### src/logic/bdDecoderPkg.sv
`default_nettype none

package bdDecoderPkg;

  ////////////////////
  // widths
  ////////////////////

  // raw word out of the funnel, route prefix then payload
  localparam int RawWidth = 34;
  // widest payload after AM halves are joined
  localparam int PayloadWidth = 38;
  // widest payload carried in one raw word
  localparam int SinglePayloadWidth = 32;
  // one half of a DUMP_AM word
  localparam int AmHalfWidth = 19;
  // leaves in the route table
  localparam int NumLeaves = 13;

  ////////////////////
  // leaf codes
  ////////////////////

  // value doubles as the index into the route tables
  typedef enum logic [3:0] {
    DUMP_AM,
    DUMP_MM,
    DUMP_PAT,
    DUMP_POST_FIFO0,
    DUMP_POST_FIFO1,
    DUMP_PRE_FIFO,
    DUMP_TAT0,
    DUMP_TAT1,
    NRNI,
    OVFLW0,
    OVFLW1,
    RO_ACC,
    RO_TAT,
    INVALID
  } leafT;

  typedef logic [RawWidth-1:0] rawWordT;

  typedef struct packed {
    leafT                    leaf;
    logic [PayloadWidth-1:0] payload;
  } decodedWordT;

  ////////////////////
  // route tables
  ////////////////////

  // routes left aligned in the raw word
  // both overflow leaves only have the known 14 bit prefix
  localparam rawWordT routeTable [NumLeaves] = '{
    {15'b100100000000000, 19'b0},
    {15'b100100000000001, 19'b0},
    {14'b10010000000001, 20'b0},
    {15'b100100000001100, 19'b0},
    {15'b100100000001101, 19'b0},
    {14'b10010000000101, 20'b0},
    {5'b10000, 29'b0},
    {5'b10001, 29'b0},
    {3'b101, 31'b0},
    {14'b10010000000100, 20'b0},
    {14'b10010000000100, 20'b0},
    {2'b01, 32'b0},
    {2'b00, 32'b0}
  };

  // ones over the route bits of each leaf
  localparam rawWordT routeMaskTable [NumLeaves] = '{
    {{15{1'b1}}, 19'b0},
    {{15{1'b1}}, 19'b0},
    {{14{1'b1}}, 20'b0},
    {{15{1'b1}}, 19'b0},
    {{15{1'b1}}, 19'b0},
    {{14{1'b1}}, 20'b0},
    {{5{1'b1}}, 29'b0},
    {{5{1'b1}}, 29'b0},
    {{3{1'b1}}, 31'b0},
    {{14{1'b1}}, 20'b0},
    {{14{1'b1}}, 20'b0},
    {{2{1'b1}}, 32'b0},
    {{2{1'b1}}, 32'b0}
  };

endpackage

`default_nettype wire

### src/logic/wordFifo.sv
`timescale 1ns/1ps
`default_nettype none

module wordFifo #(
  parameter type PayloadT = logic,
  parameter int  Depth    = 4
) (
  input  logic    clk,
  input  logic    arstN,
  input  logic    inValid,
  output logic    inReady,
  input  PayloadT inData,
  output logic    outValid,
  input  logic    outReady,
  output PayloadT outData
);

  // pointer must be at least one bit wide for a single entry
  localparam int PtrWidth = (Depth > 1) ? $clog2(Depth) : 1;
  localparam int CntWidth = $clog2(Depth + 1);

  ////////////////////
  // storage
  ////////////////////

  PayloadT mem [Depth];

  logic [PtrWidth-1:0] wrPtr;
  logic [PtrWidth-1:0] rdPtr;
  logic [CntWidth-1:0] count;

  logic doWrite;
  logic doRead;

  // handshakes on both sides
  assign doWrite = inValid && inReady;
  assign doRead  = outValid && outReady;

  // flags straight off the registered count
  assign inReady  = (count != CntWidth'(Depth));
  assign outValid = (count != '0);
  assign outData  = mem[rdPtr];

  ////////////////////
  // control
  ////////////////////

  always_ff @(posedge clk or negedge arstN) begin
    if (!arstN) begin
      wrPtr <= '0;
      rdPtr <= '0;
      count <= '0;
    end else begin
      // wrap by compare, depth need not be a power of two
      if (doWrite) begin
        wrPtr <= (wrPtr == PtrWidth'(Depth - 1)) ? '0 : wrPtr + PtrWidth'(1);
      end
      if (doRead) begin
        rdPtr <= (rdPtr == PtrWidth'(Depth - 1)) ? '0 : rdPtr + PtrWidth'(1);
      end
      // count moves only when one side is idle
      if (doWrite && !doRead) begin
        count <= count + CntWidth'(1);
      end else if (doRead && !doWrite) begin
        count <= count - CntWidth'(1);
      end
    end
  end

  // data array
  always_ff @(posedge clk) begin
    if (doWrite) begin
      mem[wrPtr] <= inData;
    end
  end

endmodule

`default_nettype wire

### src/logic/bdRouteDecoder.sv
`timescale 1ns/1ps
`default_nettype none

module bdRouteDecoder
  import bdDecoderPkg::*;
(
  input  logic        clk,
  input  logic        arstN,
  input  logic        inValid,
  output logic        inReady,
  input  rawWordT     inWord,
  output logic        outValid,
  input  logic        outReady,
  output decodedWordT outWord
);

  localparam int CountWidth = $clog2(NumLeaves + 1);

  // both overflow leaves share one prefix, so they always hit together
  localparam logic [NumLeaves-1:0] OvflwPattern =
    (NumLeaves'(1) << OVFLW0) | (NumLeaves'(1) << OVFLW1);

  ////////////////////
  // route match
  ////////////////////

  logic [NumLeaves-1:0]  routeHit;
  logic [CountWidth-1:0] hitCount;
  leafT                  hitLeaf;
  rawWordT               hitMask;

  // every leaf checked at once
  always_comb begin
    for (int i = 0; i < NumLeaves; i++) begin
      routeHit[i] = ((inWord & routeMaskTable[i]) == routeTable[i]);
    end
  end

  // count hits, last hit leaf, and OR of hit masks
  always_comb begin
    hitCount = '0;
    hitLeaf  = INVALID;
    hitMask  = '0;
    for (int i = 0; i < NumLeaves; i++) begin
      if (routeHit[i]) begin
        hitCount = hitCount + CountWidth'(1);
        hitLeaf  = leafT'(i);
        hitMask  = hitMask | routeMaskTable[i];
      end
    end
  end

  ////////////////////
  // leaf and payload
  ////////////////////

  leafT                    decLeaf;
  rawWordT                 decMask;
  rawWordT                 maskedWord;
  logic [PayloadWidth-1:0] decPayload;

  // one-hot to code
  always_comb begin
    if (hitCount == CountWidth'(1)) begin
      decLeaf = hitLeaf;
    end else if (routeHit == OvflwPattern) begin
      // overflow class reports as class 0
      decLeaf = OVFLW0;
    end else begin
      decLeaf = INVALID;
    end
  end

  // invalid words keep every bit, the low 32 pass on
  assign decMask    = (decLeaf == INVALID) ? '0 : hitMask;
  assign maskedWord = inWord & ~decMask;
  assign decPayload = PayloadWidth'(maskedWord[SinglePayloadWidth-1:0]);

  ////////////////////
  // output register
  ////////////////////

  // take a new word whenever the held one leaves
  assign inReady = !outValid || outReady;

  always_ff @(posedge clk or negedge arstN) begin
    if (!arstN) begin
      outValid <= 1'b0;
    end else if (inReady) begin
      outValid <= inValid;
    end
  end

  always_ff @(posedge clk) begin
    if (inReady && inValid) begin
      outWord.leaf    <= decLeaf;
      outWord.payload <= decPayload;
    end
  end

endmodule

`default_nettype wire

### src/logic/amDeserializer.sv
`timescale 1ns/1ps
`default_nettype none

module amDeserializer
  import bdDecoderPkg::*;
(
  input  logic        clk,
  input  logic        arstN,
  input  logic        inValid,
  output logic        inReady,
  input  decodedWordT inWord,
  output logic        outValid,
  input  logic        outReady,
  output decodedWordT outWord
);

  ////////////////////
  // half tracking
  ////////////////////

  // set while a first AM half waits for its partner
  logic pendingFlag;
  // first half, becomes the low bits of the joined word
  logic [AmHalfWidth-1:0] heldHalf;

  logic inAccept;
  logic isAm;
  logic isFirstHalf;
  logic isSecondHalf;
  logic emitWord;

  // one output register for every leaf keeps arrival order
  assign inReady  = !outValid || outReady;
  assign inAccept = inValid && inReady;

  assign isAm         = (inWord.leaf == DUMP_AM);
  assign isFirstHalf  = isAm && !pendingFlag;
  assign isSecondHalf = isAm && pendingFlag;

  // first half is swallowed
  assign emitWord = !isFirstHalf;

  ////////////////////
  // joined word
  ////////////////////

  logic [PayloadWidth-1:0] joinedPayload;

  // second half on top of the held first half
  assign joinedPayload = {inWord.payload[AmHalfWidth-1:0], heldHalf};

  ////////////////////
  // control
  ////////////////////

  always_ff @(posedge clk or negedge arstN) begin
    if (!arstN) begin
      outValid    <= 1'b0;
      pendingFlag <= 1'b0;
    end else begin
      if (inReady) begin
        // an empty slot or a leaving word frees the register
        outValid <= inValid && emitWord;
      end
      if (inAccept && isAm) begin
        // toggles between first and second half
        pendingFlag <= !pendingFlag;
      end
    end
  end

  ////////////////////
  // payload
  ////////////////////

  always_ff @(posedge clk) begin
    if (inAccept && isFirstHalf) begin
      heldHalf <= inWord.payload[AmHalfWidth-1:0];
    end
  end

  always_ff @(posedge clk) begin
    if (inAccept && emitWord) begin
      if (isSecondHalf) begin
        outWord.leaf    <= DUMP_AM;
        outWord.payload <= joinedPayload;
      end else begin
        // any other leaf as decoded
        outWord <= inWord;
      end
    end
  end

endmodule

`default_nettype wire

### src/logic/bdDecoderTop.sv
`timescale 1ns/1ps
`default_nettype none

module bdDecoderTop
  import bdDecoderPkg::*;
#(
  parameter int InFifoDepth  = 4,
  parameter int OutFifoDepth = 4
) (
  input  logic                    clk,
  input  logic                    arstN,
  input  logic                    inValid,
  output logic                    inReady,
  input  rawWordT                 inWord,
  output logic                    outValid,
  input  logic                    outReady,
  output leafT                    outLeaf,
  output logic [PayloadWidth-1:0] outPayload
);

  ////////////////////
  // links
  ////////////////////

  // input FIFO to route decoder
  logic    rawValid;
  logic    rawReady;
  rawWordT rawWord;

  // route decoder to deserializer
  logic        decValid;
  logic        decReady;
  decodedWordT decWord;

  // deserializer to output FIFO
  logic        desValid;
  logic        desReady;
  decodedWordT desWord;

  decodedWordT outWord;

  ////////////////////
  // chain
  ////////////////////

  wordFifo #(.PayloadT(rawWordT), .Depth(InFifoDepth)) inFifo_i (
    .clk, .arstN,
    .inValid (inValid), .inReady (inReady), .inData  (inWord),
    .outValid(rawValid), .outReady(rawReady), .outData(rawWord)
  );

  bdRouteDecoder routeDecoder_i (
    .clk, .arstN,
    .inValid (rawValid), .inReady (rawReady), .inWord (rawWord),
    .outValid(decValid), .outReady(decReady), .outWord(decWord)
  );

  amDeserializer amDeserializer_i (
    .clk, .arstN,
    .inValid (decValid), .inReady (decReady), .inWord (decWord),
    .outValid(desValid), .outReady(desReady), .outWord(desWord)
  );

  wordFifo #(.PayloadT(decodedWordT), .Depth(OutFifoDepth)) outFifo_i (
    .clk, .arstN,
    .inValid (desValid), .inReady (desReady), .inData  (desWord),
    .outValid(outValid), .outReady(outReady), .outData(outWord)
  );

  // split the output struct
  assign outLeaf    = outWord.leaf;
  assign outPayload = outWord.payload;

endmodule

`default_nettype wire

### config.mk
export PLATFORM = sky130hd
export DESIGN_NAME = bdDecoderTop
export DESIGN_NICKNAME = d
export VERILOG_FILES = /design/src/logic/bdDecoderPkg.sv /design/src/logic/wordFifo.sv /design/src/logic/bdRouteDecoder.sv /design/src/logic/amDeserializer.sv /design/src/logic/bdDecoderTop.sv
export SDC_FILE = /design/constraint.sdc
export NUM_CORES = 1
export LEC_CHECK = 0
export CORE_MARGIN = 2
export CORE_UTILIZATION = 25
export DETAILED_ROUTE_END_ITERATION = 10
export DONT_BUFFER_PORTS = 1
export PLACE_DENSITY = 0.48
export SLEW_MARGIN = 10
export SYNTH_ARGS = -nofsm -noshare
export SYNTH_HDL_FRONTEND = slang
export SYNTH_SLANG_ARGS = --single-unit
### constraint.sdc
create_clock -name clk -period 9.3 [get_ports clk]
set_input_delay 0.93 -clock clk [delete_from_list [all_inputs] [get_ports clk]]
set_output_delay 0.93 -clock clk [all_outputs]
set_load 0.005 [all_outputs]
Word level (Yosys, flattened, before mapping):

Memory sizes are Yosys's and may differ from the RTL's.
Index checks and enable logic that the tools add are counted.

* input port bits: 38
* flip-flop bits (word level): 114
* memories kept: 2
* output and inout bits: 44
* word-level logic and storage cells: 143
* RAM bits: 304

Memories
* outFifo_i.mem: depth 4, bits a word 42, rd ports 1, clocked after memory_dff 0, write ports 1, RTL line wordFifo.sv:26 `PayloadT mem [Depth];`
* inFifo_i.mem: depth 4, bits a word 34, rd ports 1, clocked after memory_dff 0, write ports 1, RTL line wordFifo.sv:26

* mux-type cells: 53
* $add $sub $neg: 20
* reduce and logical (&&, ||, !) cells: 31
* bitwise gates (word level): 2
* equal/unequal tests: 20

Operator list (number)
* 34-bit two-way mux: 12
* 4-bit two-way mux: 25
* 32-bit two-way mux: 2
* 15-bit == test (second input constant): 4
* 4-bit by 1-bit adder with 4-bit output (second input constant): 12
* 14-bit == test (second input constant): 3
* 34-bit logical NOT: 1
* 32-bit AND: 1
* 32-bit inverter: 1
* 1-bit logical AND: 15
* 3-bit two-way mux: 5
* 13-bit by 11-bit == test with 1-bit output (second input constant): 1
* 5-bit == test (second input constant): 2
* 2-bit by 1-bit adder with 2-bit output (second input constant): 4
* 2-bit == test (second input constant): 4
* 1-bit logical NOT: 8
* 2-bit two-way mux: 4
* 3-bit by 1-bit adder with 3-bit output (second input constant): 2
* 3-bit inequality test (second input constant): 2
* 3-bit nonzero test: 2
* 3-bit by 1-bit subtractor with 3-bit output (second input constant): 2
* 1-bit two-way mux: 5
* 4-bit by 1-bit == test with 1-bit output (second input constant): 1
* 4-bit == test (second input constant): 1
* 5 further kinds: 7

Longest topological paths before layout:

Gate-level depths: netlist of run 1.
An unclocked memory read counts as a cell.

* word-level depth: 33
* depth in mapped cells: 44
* gate-level depth less buffers: 41

By module:

A second synthesis of run 1 with hierarchy kept.

* cell total of the unflattened synthesis: 781
* area total of the unflattened synthesis: 16567.1 µm²

Modules (own cells, without submodules)
* wordFifo at outFifo_i: cells an instance 257, area each 6558.8 µm², sequential area each 5220.0 µm², instances 1
* wordFifo at inFifo_i: cells an instance 215, area each 5400.2 µm², sequential area each 4259.1 µm², instances 1
* amDeserializer: cells an instance 120, area each 2501.1 µm², sequential area each 1881.8 µm², instances 1
* bdRouteDecoder: cells an instance 189, area each 2107.0 µm², sequential area each 1106.1 µm², instances 1

Worst setup path after synthesis of run 1:

No wires, ideal clock.

* kind: flip-flop to flip-flop
* from: register inFifo_i.rdPtr[0]
* to: register routeDecoder_i.outWord[40] (netlist bit), data pin
* setup time: 0.269 ns
* clock period less this slack: 9.047 ns
* path slack: 0.253 ns
* data arrival time: 8.778 ns
* data required time: 9.031 ns
* cell stages (with the launch flop): 44
* cell sequence: dfrtp_1 -> buf_6 -> mux4_1 -> or3b_1 -> or4_4 -> nor2_1 -> nand3_1 -> ha_1 -> buf_1 -> xor2_1 -> inv_1 -> ha_1 -> a21o_1 -> ha_1 -> o32a_1 -> ha_1 -> mux2i_1 -> o32ai_1 -> [... 8 more ...] -> o2bb2ai_1 -> a21oi_1 -> inv_1 -> ha_1 -> nor2_1 -> nor2_1 -> ha_1 -> nor2_1 -> nor2_1 -> ha_1 -> nand3b_1 -> a31oi_1 -> ha_1 -> nor3_1 -> o211a_1 -> o221ai_1 -> nor3_1 -> mux2i_1

* word-level cells in the longest chain between the ends: 29
* elaborated cells on any way between the ends: 54
* those cells by class: 12 x add/sub; 13 x eq/ne; 27 x mux; 1 x reduce/logical; 1 x memory

RTL lines
* start: declaration: RTL line wordFifo.sv:29 `logic [PtrWidth-1:0] rdPtr;`
* start signal: assignment: RTL line wordFifo.sv:59 `rdPtr <= (rdPtr == PtrWidth'(Depth - 1)) ? '0 : rdPtr + PtrWidth'(1);`
* memory 4 x 34 bit (*)
* 15-bit == test: RTL line bdRouteDecoder.sv:35 `routeHit[i] = ((inWord & routeMaskTable[i]) == routeTable[i]);`
* 1-bit two-way mux: RTL line bdRouteDecoder.sv:45 `if (routeHit[i]) begin`
* 4-bit by 1-bit adder with 4-bit output: RTL line bdRouteDecoder.sv:46 `hitCount = hitCount + CountWidth'(1);`
* 4-bit two-way mux: RTL line bdRouteDecoder.sv:45
* 4-bit by 1-bit adder with 4-bit output: RTL line bdRouteDecoder.sv:46
* 4-bit two-way mux: RTL line bdRouteDecoder.sv:45
* 4-bit by 1-bit adder with 4-bit output: RTL line bdRouteDecoder.sv:46
* [... 14 more ...]
* 4-bit two-way mux: RTL line bdRouteDecoder.sv:45
* 4-bit by 1-bit adder with 4-bit output: RTL line bdRouteDecoder.sv:46
* 4-bit two-way mux: RTL line bdRouteDecoder.sv:45
* 4-bit by 1-bit adder with 4-bit output: RTL line bdRouteDecoder.sv:46
* 4-bit two-way mux: RTL line bdRouteDecoder.sv:45
* 4-bit by 1-bit == test with 1-bit output: RTL line bdRouteDecoder.sv:64 `if (hitCount == CountWidth'(1)) begin`
* 4-bit two-way mux (*): RTL line bdRouteDecoder.sv:64
* via routeDecoder_i.decLeaf[2]: RTL line bdRouteDecoder.sv:57 `leafT decLeaf;`
* end: declaration: RTL line bdRouteDecoder.sv:14 `output decodedWordT outWord`

Mark *: on every way through the listed nets, which the timed path passes. The rest lies on a longest branch.
A chain may end at the register's enable or synchronous reset.

Worst setup path in the final report of run 1:

* from: register inFifo_i.rdPtr[0]
* to: register routeDecoder_i.outWord[39] (netlist bit), data pin

Same word-level chain as after synthesis.

==> impl_metrics.ini, run 1 <==
[run_status]
status = finished clean

[setup_path]
critPathMaxFanout = 4
cp.required_ns = 9.66
crit_arrival_ns = 9.20
rr_startpoint = inFifo_i.rdPtr[0]
reg2reg_to = routeDecoder_i.outWord[39]
reg2regPathDepth = 42
cpPeakStageDelay_ns = 0.58
slowest_stage = or4_4
crit_top_cell = ha_4
rrSetupSlack_ns = 0.46
end_kind = flop
cp-start-kind = flop
worstSetupPathType = reg -> reg

[placed_design]
dp_hpwl_um = 21200
portBuffers = 0
placed_cells = 1636
gp_congestion = 0.782

[global_routing]
grt_max_degree = 46
grt_pass1_wl_um = 50800
grt_pass1_vias = 7618
antenna_found_initial = 1
grt_use_total_pct = 10.1
overflow = 0

[power]
swShare_pct = 30.9
clockPowerShare_pct = 24.0
seq_power_share_pct = 48.3
cellLeakagePower_nw = 6.30
p_switching_mw = 2.10
power.internal_mw = 4.70
p_comb_share_pct = 27.7
ir_drop_mv = 0.184
power_density_mw_per_mm2 = 355

[yosys]
synthArstFlopShare_pct = 4.07
synth.cell_area_sq_mm = 0.0163
synth.avg_cell_area_sq_um = 20.7
yosysSeqAreaShare_pct = 76.3
ys_types = 60
ys_ff_latch = 418
syn_nets = 852
synth-edff-count = 401
synth_ff_type = edfxtp_1
syn_inst = 789
yosys_warnings = 0

[timing]
finClkSkew_ns = 0.0232
fmax_mhz = 113
setup_viol = 0
worstMarginPinSlew_ns = 0.954
post-route-period-util_pct = 95.0
post-route-min-period_ns = 8.84
max_slew_margin_pct = 36.4
hold_viol_final = 0
tns_ns = 0
drv_slew = 0

[clocking]
cts.htree.levels = 2
cts_sinks = 418
clk_pin_slew_worst_paths_ns = 0.06
cts_max_path_buffers = 3
hold_buffers = 0
cts_made_buffers = 45
clock_latency_ns = 0.56
cts_tree = done
clock-root-buffer = clkbuf_16

[final_layout]
syn2layout_area_growth_pct = 17.2
final_cell_mix = 401 x edfxtp_1, 71 x mux4_2, 46 x clkbuf_16
final_common_cell = edfxtp_1
drive_gt1_share_pct = 29.7
nNetsFinal = 909
instances_no_fill = 1729
utilization_pct = 29.7

[min_path]
min_path_type = in -> async

[route]
routed_wl_um = 34000
vias_per_cell = 4.26
drc = 0
drt_first_iter_violations = 422
drt_pass1_iterations = 5
vias = 7369
ant_nets = 0
routedWlPerCell_um = 19.7

[die]
floorplan.initialDensity_pct = 25.3
ios = 82
fp.dieArea_sq_mm = 0.0674
core_sq_mm = 0.0646
die_h_um = 260
std_cell_rows = 93
dieWidth_um = 260

[job]
drv_cap = 0
==> layout make-up <==
cell class                 count  area (sq um)
inverter                      15          56.3
clock buffer                  56          1210
timing repair buffer          46           362
clock inverter                18           125
multi-input combinational    320          3850
antenna                        1          2.50
fill                        6270         45400
sequential                   418         12500
tap                          855          1070
==> worst max-delay path by stage <==
| stage | slack, ns | endpoint | cells after the start | from |
|---|---|---|---|---|
| final | 0.46 | routeDecoder_i.outWord[39] | 42 | inFifo_i.rdPtr[0] |
| after global routing | -0.02 | routeDecoder_i.outWord[39] | 42 | inFifo_i.rdPtr[0] |
| after CTS | 0.02 | routeDecoder_i.outWord[40] | 41 | inFifo_i.rdPtr[0] |
| after detailed placement | -0.08 | routeDecoder_i.outWord[40] | 41 | inFifo_i.rdPtr[0] |
| after global placement | 0.11 | routeDecoder_i.outWord[40] | 41 | inFifo_i.rdPtr[0] |
| after floorplan | 0.25 | routeDecoder_i.outWord[40] | 43 | inFifo_i.rdPtr[0] |
==> critical path: cells and delay by family, from the launching register on <==
kind	cells	cell delay [ns]
flops	1	0.49
buf+inv	5	0.52
xor+xnor	1	0.16
mux	2	0.63
fa+ha+maj	11	2.76
compound gates	9	1.51
simple gates	14	2.55
==> repair_timing <==
action / CTS / global route
gates cloned: 0 / 0
endpoints found under the hold margin: 0 / 0
setup endpoints to repair: 3 / 11
buffers inserted: 3 / 15
pin swaps: 0 / 14
gates resized for setup: 1 / 34
==> cell usage after synthesis, types with 4 or more instances <==
| library cell | number | area share [%] |
|---|---|---|
| edfxtp_1 | 401 | 74 |
| mux4_2 | 68 | 9.4 |
| mux2_2 | 37 | 2.6 |
| nor2_1 | 32 | 0.74 |
| ha_1 | 23 | 1.8 |
| clkbuf_1 | 22 | 0.51 |
| nand2_1 | 18 | 0.41 |
| dfrtp_1 | 17 | 2.6 |
| inv_1 | 15 | 0.34 |
| and3_1 | 11 | 0.42 |
| xor2_1 | 11 | 0.59 |
| nor3_1 | 9 | 0.28 |
| buf_1 | 8 | 0.18 |
| mux4_1 | 8 | 1.3 |
| nand2b_1 | 7 | 0.27 |
| o21ai_0 | 7 | 0.21 |
| a21oi_1 | 6 | 0.18 |
| mux2i_1 | 6 | 0.37 |
| and2_1 | 5 | 0.19 |
| nand3_1 | 5 | 0.15 |
| xnor2_1 | 5 | 0.27 |
| a31oi_1 | 4 | 0.15 |
| and3b_1 | 4 | 0.21 |
| buf_2 | 4 | 0.12 |
| nor3b_1 | 4 | 0.18 |
==> state kept, by name, summed over array words and instances, names as in the netlist <==
| signal | cells |
|---|---|
| amDeserializer_i.outWord | 42 |
| inFifo_i.wrPtr | 2 |
| outFifo_i.rdPtr | 2 |
| outFifo_i.count | 3 |
| routeDecoder_i.outValid | 1 |
| inFifo_i.mem | 136 |
| outFifo_i.wrPtr | 2 |
| outFifo_i.mem | 168 |
| amDeserializer_i.heldHalf | 19 |
| amDeserializer_i.pendingFlag | 1 |
| amDeserializer_i.outValid | 1 |
| inFifo_i.count | 3 |
| inFifo_i.rdPtr | 2 |
| routeDecoder_i.outWord | 36 |
==> power by group through the flow <==
stage / clock [mW] / combinational [mW] / sequential [mW]
5_1_grt: 1.75 / 2.09 / 3.36
3_5_place_dp: 0 / 1.85 / 3.35
2_1_floorplan: 0 / 1.28 / 3.18
6_report: 1.64 / 1.88 / 3.29
4_1_cts: 1.68 / 1.87 / 3.31
3_3_place_gp: 0 / 1.86 / 3.32
==> routing by layer <==
layer | track usage, % | share of wire [%] | wire, um | vias up
li1 | - | - | - | 3308
met1 | 13.6 | 45 | 15200 | 3858
met2 | 15.9 | 47 | 16100 | 158
met3 | 2.94 | 6.3 | 2140 | 45
met4 | 2.36 | 1.6 | 541 | 0
met5 | 0 | 0 | 0 | -
==> stage by stage <==
step                      hold WS (ns)  power, mW  worst slack [ns]  cell area [sq um]
after global placement           0.468       5.17             0.110              17500
after detailed placement         0.473       5.21           -0.0822              17500
after CTS                       0.0340       6.87            0.0242              18800
after global routing            0.0353       7.20           -0.0223              19100
final                           0.0706       6.81             0.464              19200
after floorplan                  0.436       4.47             0.253              16300
==> logic make-up (layout without fill, tap and decap cells) <==
kind of cell / after synthesis / in the layout / synth area share [%]
compound gates: 40 / 40 / 1.73
xor+xnor: 18 / 18 / 1.06
fa+ha+maj: 25 / 25 / 2.01
buf+inv: 51 / 135 / 1.32
flops: 418 / 418 / 76.3
mux: 119 / 119 / 13.6
other cells: 0 / 1 / 0
simple gates: 118 / 118 / 4.00
Power figures use the tool's default switching activity.
==> run 2, diff against run 1 <==
Settings changed: REMOVE_ABC_BUFFERS set to 1.
==> run 2 against run 1 <==
  * Global-route usage down 0.15 points
  * Cell count down 0.17%
  * Non-clock buffer count is 5 lower
  * Clock power up 5%
  * Clock-buffer cell count unchanged
  * Setup slack gained 0.0016 ns
  * Register-to-register slack about the same
  * Critical path depth did not move
  * Sequential power fell by 1%
  * First-iteration DRC count increased by 8.3%
  * Clock skew fell by 0.00095 ns
  * Critical endpoint is now routeDecoder_i.outWord[40]
  * Largest power group unchanged
  * Total power rose by 0.16%
==> impl_metrics.ini, run 2 (synthesis gave the netlist of run 1 again) <==
[run_status]
status = finished clean

[setup_path]
cp.required_ns = 9.59
worstSetupPathType = reg -> reg
endpoint = routeDecoder_i.outWord[40]
cp-startpoint = inFifo_i.rdPtr[0]
cpPeakStageDelay_ns = 0.61
rr_startpoint = inFifo_i.rdPtr[0]
critPathMaxFanout = 5
end_kind = flop
reg2regPathDepth = 42
slowest_stage = or4_4
rrSetupSlack_ns = 0.47
reg2reg_to = routeDecoder_i.outWord[40]
crit_top_cell = ha_4
cp-start-kind = flop
crit_arrival_ns = 9.12

[global_routing]
antenna_found_initial = 1
grt_pass1_wl_um = 50300
grt_use_total_pct = 9.91
overflow = 0
grt_pass1_vias = 7856
grt_max_degree = 44

[timing]
setup_viol = 0
setup_slack_ns = 0.466
finClkSkew_ns = 0.0222
drv_slew = 0
post-route-period-util_pct = 95.0
post-route-min-period_ns = 8.83
hold_viol_final = 0
fmax_mhz = 113
worstMarginPinSlew_ns = 0.858
max_slew_margin_pct = 42.8

[final_layout]
final_area_sq_mm = 0.0192
reg.largest.list = outFifo_i.mem (168), inFifo_i.mem (136), amDeserializer_i.outWord (42)
antenna_cells = 0
final_common_cell = edfxtp_1
nNetsFinal = 903
largest_register_ffs = 168
final_cell_mix = 401 x edfxtp_1, 69 x mux4_2, 44 x clkbuf_16
instances_no_fill = 1726
drive_gt1_share_pct = 28.8
regMostFlops = outFifo_i.mem
syn2layout_area_growth_pct = 17.7
utilization_pct = 29.8
nFillCells = 6239

[power]
cellLeakagePower_nw = 6.33
ir_drop_mv = 0.168
p_switching_mw = 2.06
seq_power_share_pct = 47.6
power.internal_mw = 4.75
swShare_pct = 30.3
p_comb_share_pct = 27.2
clockPowerShare_pct = 25.2
power_density_mw_per_mm2 = 354

[clocking]
cts_sinks = 418
cts_max_path_buffers = 3
clk_pin_slew_worst_paths_ns = 0.06
clock-root-buffer = clkbuf_16
cts.htree.levels = 2
cts_tree = done
clock_latency_ns = 0.58
cts_made_buffers = 44
hold_buffers = 0

[die]
core_sq_mm = 0.0646
std_cell_rows = 93
die_h_um = 260
ios = 82
fp.dieArea_sq_mm = 0.0674
floorplan.initialDensity_pct = 25.3
dieWidth_um = 260

[placed_design]
placed_cells = 1636
placed_cell_area_sq_mm = 0.0175
gp_congestion = 0.771
dp_hpwl_um = 20300
portBuffers = 0
place_ws_ns = -0.202

[route]
vias = 7277
routed_wl_um = 33100
drt_pass1_iterations = 4
ant_nets = 0
vias_per_cell = 4.22
drc = 0
routedWlPerCell_um = 19.2
drt_first_iter_violations = 457

[job]
drv_cap = 0

[min_path]
min_path_type = in -> async
[run 2: cell count changes in the layout (fill, tap and decap cells not counted), sizes merged]
cell | before | now
clkinvlp | 1 | 0
inv | 16 | 17
diode | 1 | 0
bufinv | 1 | 5
buf | 46 | 41
clkinv | 15 | 14
[run 2: power by group through the flow]
stage	combinational (mW)	clock, mW	sequential, mW
floorplan	1.13	0	3.30
global placement	1.85	0	3.27
detailed placement	1.86	0	3.31
CTS	1.90	1.78	3.26
global route	2.04	1.85	3.33
finish	1.85	1.72	3.25
[run 2: stage by stage]
stage	TNS, ns	hold WS, ns	power [mW]
after floorplan	-4.67	0.436	4.43
after global placement	0	0.455	5.12
after detailed placement	-0.380	0.463	5.16
after CTS	0	0.0147	6.93
after global routing	-0.00496	0.0190	7.22
final	0	0.0581	6.82
[run 2: timing repair]
item	4_1_cts	5_1_grt
gates resized for setup	7	28
buffers inserted	4	9
endpoints found under the setup margin	4	11
pin swaps	2	25
[run 2: final cells by class]
cell class	instances	area [sq um]	area share [%]
multi-input combinational	320	3900	20.3
inverter	15	56.3	0.293
timing repair buffer	41	337	1.75
clock buffer	56	1150	5.96
sequential	418	12500	64.8
clock inverter	21	255	1.33
tap	855	1070	5.56
[run 2: worst min-delay path by stage]
stage	start	endpoint	slack (ns)	cells after the start
after floorplan	routeDecoder_i.outWord[13]	amDeserializer_i.heldHalf[13]	0.44	0
after global placement	routeDecoder_i.outWord[17]	amDeserializer_i.heldHalf[17]	0.45	0
after detailed placement	routeDecoder_i.outWord[7]	amDeserializer_i.heldHalf[7]	0.46	0
after CTS	arstN	outFifo_i.wrPtr[1]	0.01	0
after global routing	arstN	routeDecoder_i.outValid	0.02	0
final	arstN	outFifo_i.wrPtr[1]	0.06	0
[run 2: critical path, delay by kind of cell (launching register included)]
kind / cells / cell delay [ns]
multiplexers: 3 / 0.75
XOR/XNOR: 1 / 0.17
flip-flops: 1 / 0.52
adder cells (fa/ha/maj): 11 / 2.78
buffers and inverters: 4 / 0.33
AO/OA/AOI/OAI: 9 / 1.73
AND/OR/NAND/NOR: 14 / 2.31
[run 2: metal layers]
metal / GRT usage, % / part of all wire [%]
met4: 2.76 / 1.9
met1: 12.4 / 43
met3: 2.84 / 5.9
met2: 16.7 / 49
met5: 0 / 0
==> run 3, diff against run 2 <==
Settings changed: PLACE_DENSITY 0.48 to 0.46.
Clock period 9.3 ns to 10.24 ns, I/O delays scaled along.
==> run 3 against run 2 <==
  * Non-clock buffer count decreased by 13
  * Flip-flop and latch count unchanged
  * Worst hold slack improved by 0.092 ns
  * Sequential share of layout area increased by 1.0 points
  * Global-route usage decreased by 0.19 points
  * Register-to-register slack improved by 0.17 ns
  * Largest power group unchanged
  * Clock-buffer cell count increased by 2
  * Clock skew decreased by 0.0072 ns
  * Cell count decreased by 0.70%
  * First-iteration DRC count decreased by 21%
==> impl_metrics.ini, run 3 (synthesis gave the netlist of run 1 again) <==
[run_status]
status = finished clean

[global_routing]
grt_max_degree = 43
overflow = 0
grt_use_total_pct = 9.72
grt_pass1_wl_um = 49200
grt_pass1_vias = 7527
antenna_found_initial = 1

[power]
power_density_mw_per_mm2 = 322
power.internal_mw = 4.27
clockPowerShare_pct = 25.3
p_comb_share_pct = 26.1
ir_drop_mv = 0.202
p_total_mw = 6.10
p_switching_mw = 1.83
cellLeakagePower_nw = 6.26
swShare_pct = 29.9
seq_power_share_pct = 48.6

[die]
die_h_um = 260
dieWidth_um = 260
ios = 82
floorplan.initialDensity_pct = 25.3
std_cell_rows = 93
core_sq_mm = 0.0646
fp.dieArea_sq_mm = 0.0674

[clocking]
cts_made_buffers = 44
clock_latency_ns = 0.56
cts_max_path_buffers = 3
clock-root-buffer = clkbuf_16
cts_sinks = 418
cts_tree = done
clk_pin_slew_worst_paths_ns = 0.06
cts.htree.levels = 2

[placed_design]
place_ws_ns = 0.326
portBuffers = 0
dp_hpwl_um = 20400
gp_congestion = 0.762

[setup_path]
worstSetupPathType = reg -> reg
critPathMaxFanout = 9
cpPeakStageDelay_ns = 0.60
cp-start-kind = flop
cp.required_ns = 10.52
crit_top_cell = ha_1
end_kind = flop
crit_arrival_ns = 9.88
slowest_stage = or4_4

[timing]
post-route-period-util_pct = 93.7
hold_ws_ns = 0.150
max_slew_margin_pct = 39.9
setup_slack_ns = 0.640
hold_viol_final = 0
setup_viol = 0
finClkSkew_ns = 0.0150
drv_slew = 0
worstMarginPinSlew_ns = 0.901
post-route-min-period_ns = 9.60
fmax_mhz = 104

[route]
routedWlPerCell_um = 19.0
ant_nets = 0
vias = 7140
vias_per_cell = 4.17
drt_pass1_iterations = 4
drc = 0
drt_first_iter_violations = 363
routed_wl_um = 32600

[final_layout]
largest_register_ffs = 168
nFillCells = 6251
drive_gt1_share_pct = 25.5
reg.largest.list = outFifo_i.mem (168), inFifo_i.mem (136), amDeserializer_i.outWord (42)
regMostFlops = outFifo_i.mem
regArea_sq_mm = 0.0125
multi_input_area_sq_mm = 0.00373
utilization_pct = 29.3
antenna_cells = 0
nNetsFinal = 890
final_common_cell = edfxtp_1
syn2layout_area_growth_pct = 15.9
final_cell_mix = 401 x edfxtp_1, 69 x mux4_2, 46 x clkbuf_16

[min_path]
min_path_type = in -> async

[job]
drv_cap = 0
[run 3: cell count changes in the layout (fill, tap and decap cells not counted), moves of 3 or more]
cell,delta
ha_4,-6
nor2_1,+3
buf_4,-11
inv_1,+3
inv_2,-3
ha_1,+7
clkinv_2,+3
[run 3: critical path, delay by kind of cell (launching register included)]
kind,cells,cell delay (ns)
xor+xnor,1,0.18
fa+ha+maj,11,3.11
mux,3,0.74
simple gates,14,2.51
flops,1,0.56
buf+inv,5,0.55
compound gates,9,1.68
[run 3: layout make-up]
class / count / share of cell area (%)
Sequential cell: 418 / 65.9
Multi-Input combinational cell: 320 / 19.7
Clock buffer: 58 / 6.42
Tap cell: 855 / 5.65
Timing Repair Buffer: 28 / 1.11
Clock inverter: 20 / 0.958
Inverter: 15 / 0.297
[run 3: final timing paths]
kind	from	end	slack, ns	cells past startpoint
setup reg to reg	inFifo_i.rdPtr[0]	routeDecoder_i.outWord[40]	0.64	43
min in group clk	routeDecoder_i.outWord[18]	amDeserializer_i.heldHalf[18]	0.47	0
hold / removal	arstN	inFifo_i.rdPtr[1]	0.15	0
max in group asynchronous	arstN	outFifo_i.rdPtr[1]	10.00	0
hold reg to reg	routeDecoder_i.outWord[18]	amDeserializer_i.heldHalf[18]	0.47	0
setup / recovery	inFifo_i.rdPtr[0]	routeDecoder_i.outWord[40]	0.64	43
[run 3: power groups by stage]
stage / Combinational, mW / Sequential, mW / Clock [mW]
after detailed placement: 1.64 / 3.01 / 0
after global placement: 1.64 / 2.99 / 0
after CTS: 1.65 / 2.98 / 1.60
after global routing: 1.77 / 3.03 / 1.66
after floorplan: 1.03 / 2.99 / 0
final: 1.59 / 2.96 / 1.54
[run 3: what timing repair did]
item	CTS	global route
endpoints found under the setup margin	0	4
hold buffers	0	0
hold endpoints to repair	0	0
buffers inserted	0	4
resized for setup	0	10
[run 3: per-stage QoR]
step	TNS, ns	instance area, sq um	std cells
floorplan	0	16200	753
global placement	0	17500	1632
detailed placement	0	17500	1632
CTS	0	18900	1710
global route	-0.00501	18900	1714
finish	0	18900	1714
[run 3: layer usage]
layer	wire length (um)	up-vias	global-route usage (%)
li1	-	3276	-
met1	13900	3689	12.0
met2	15900	120	16.0
met3	2130	55	3.38
met4	705	0	3.02
met5	0	-	0
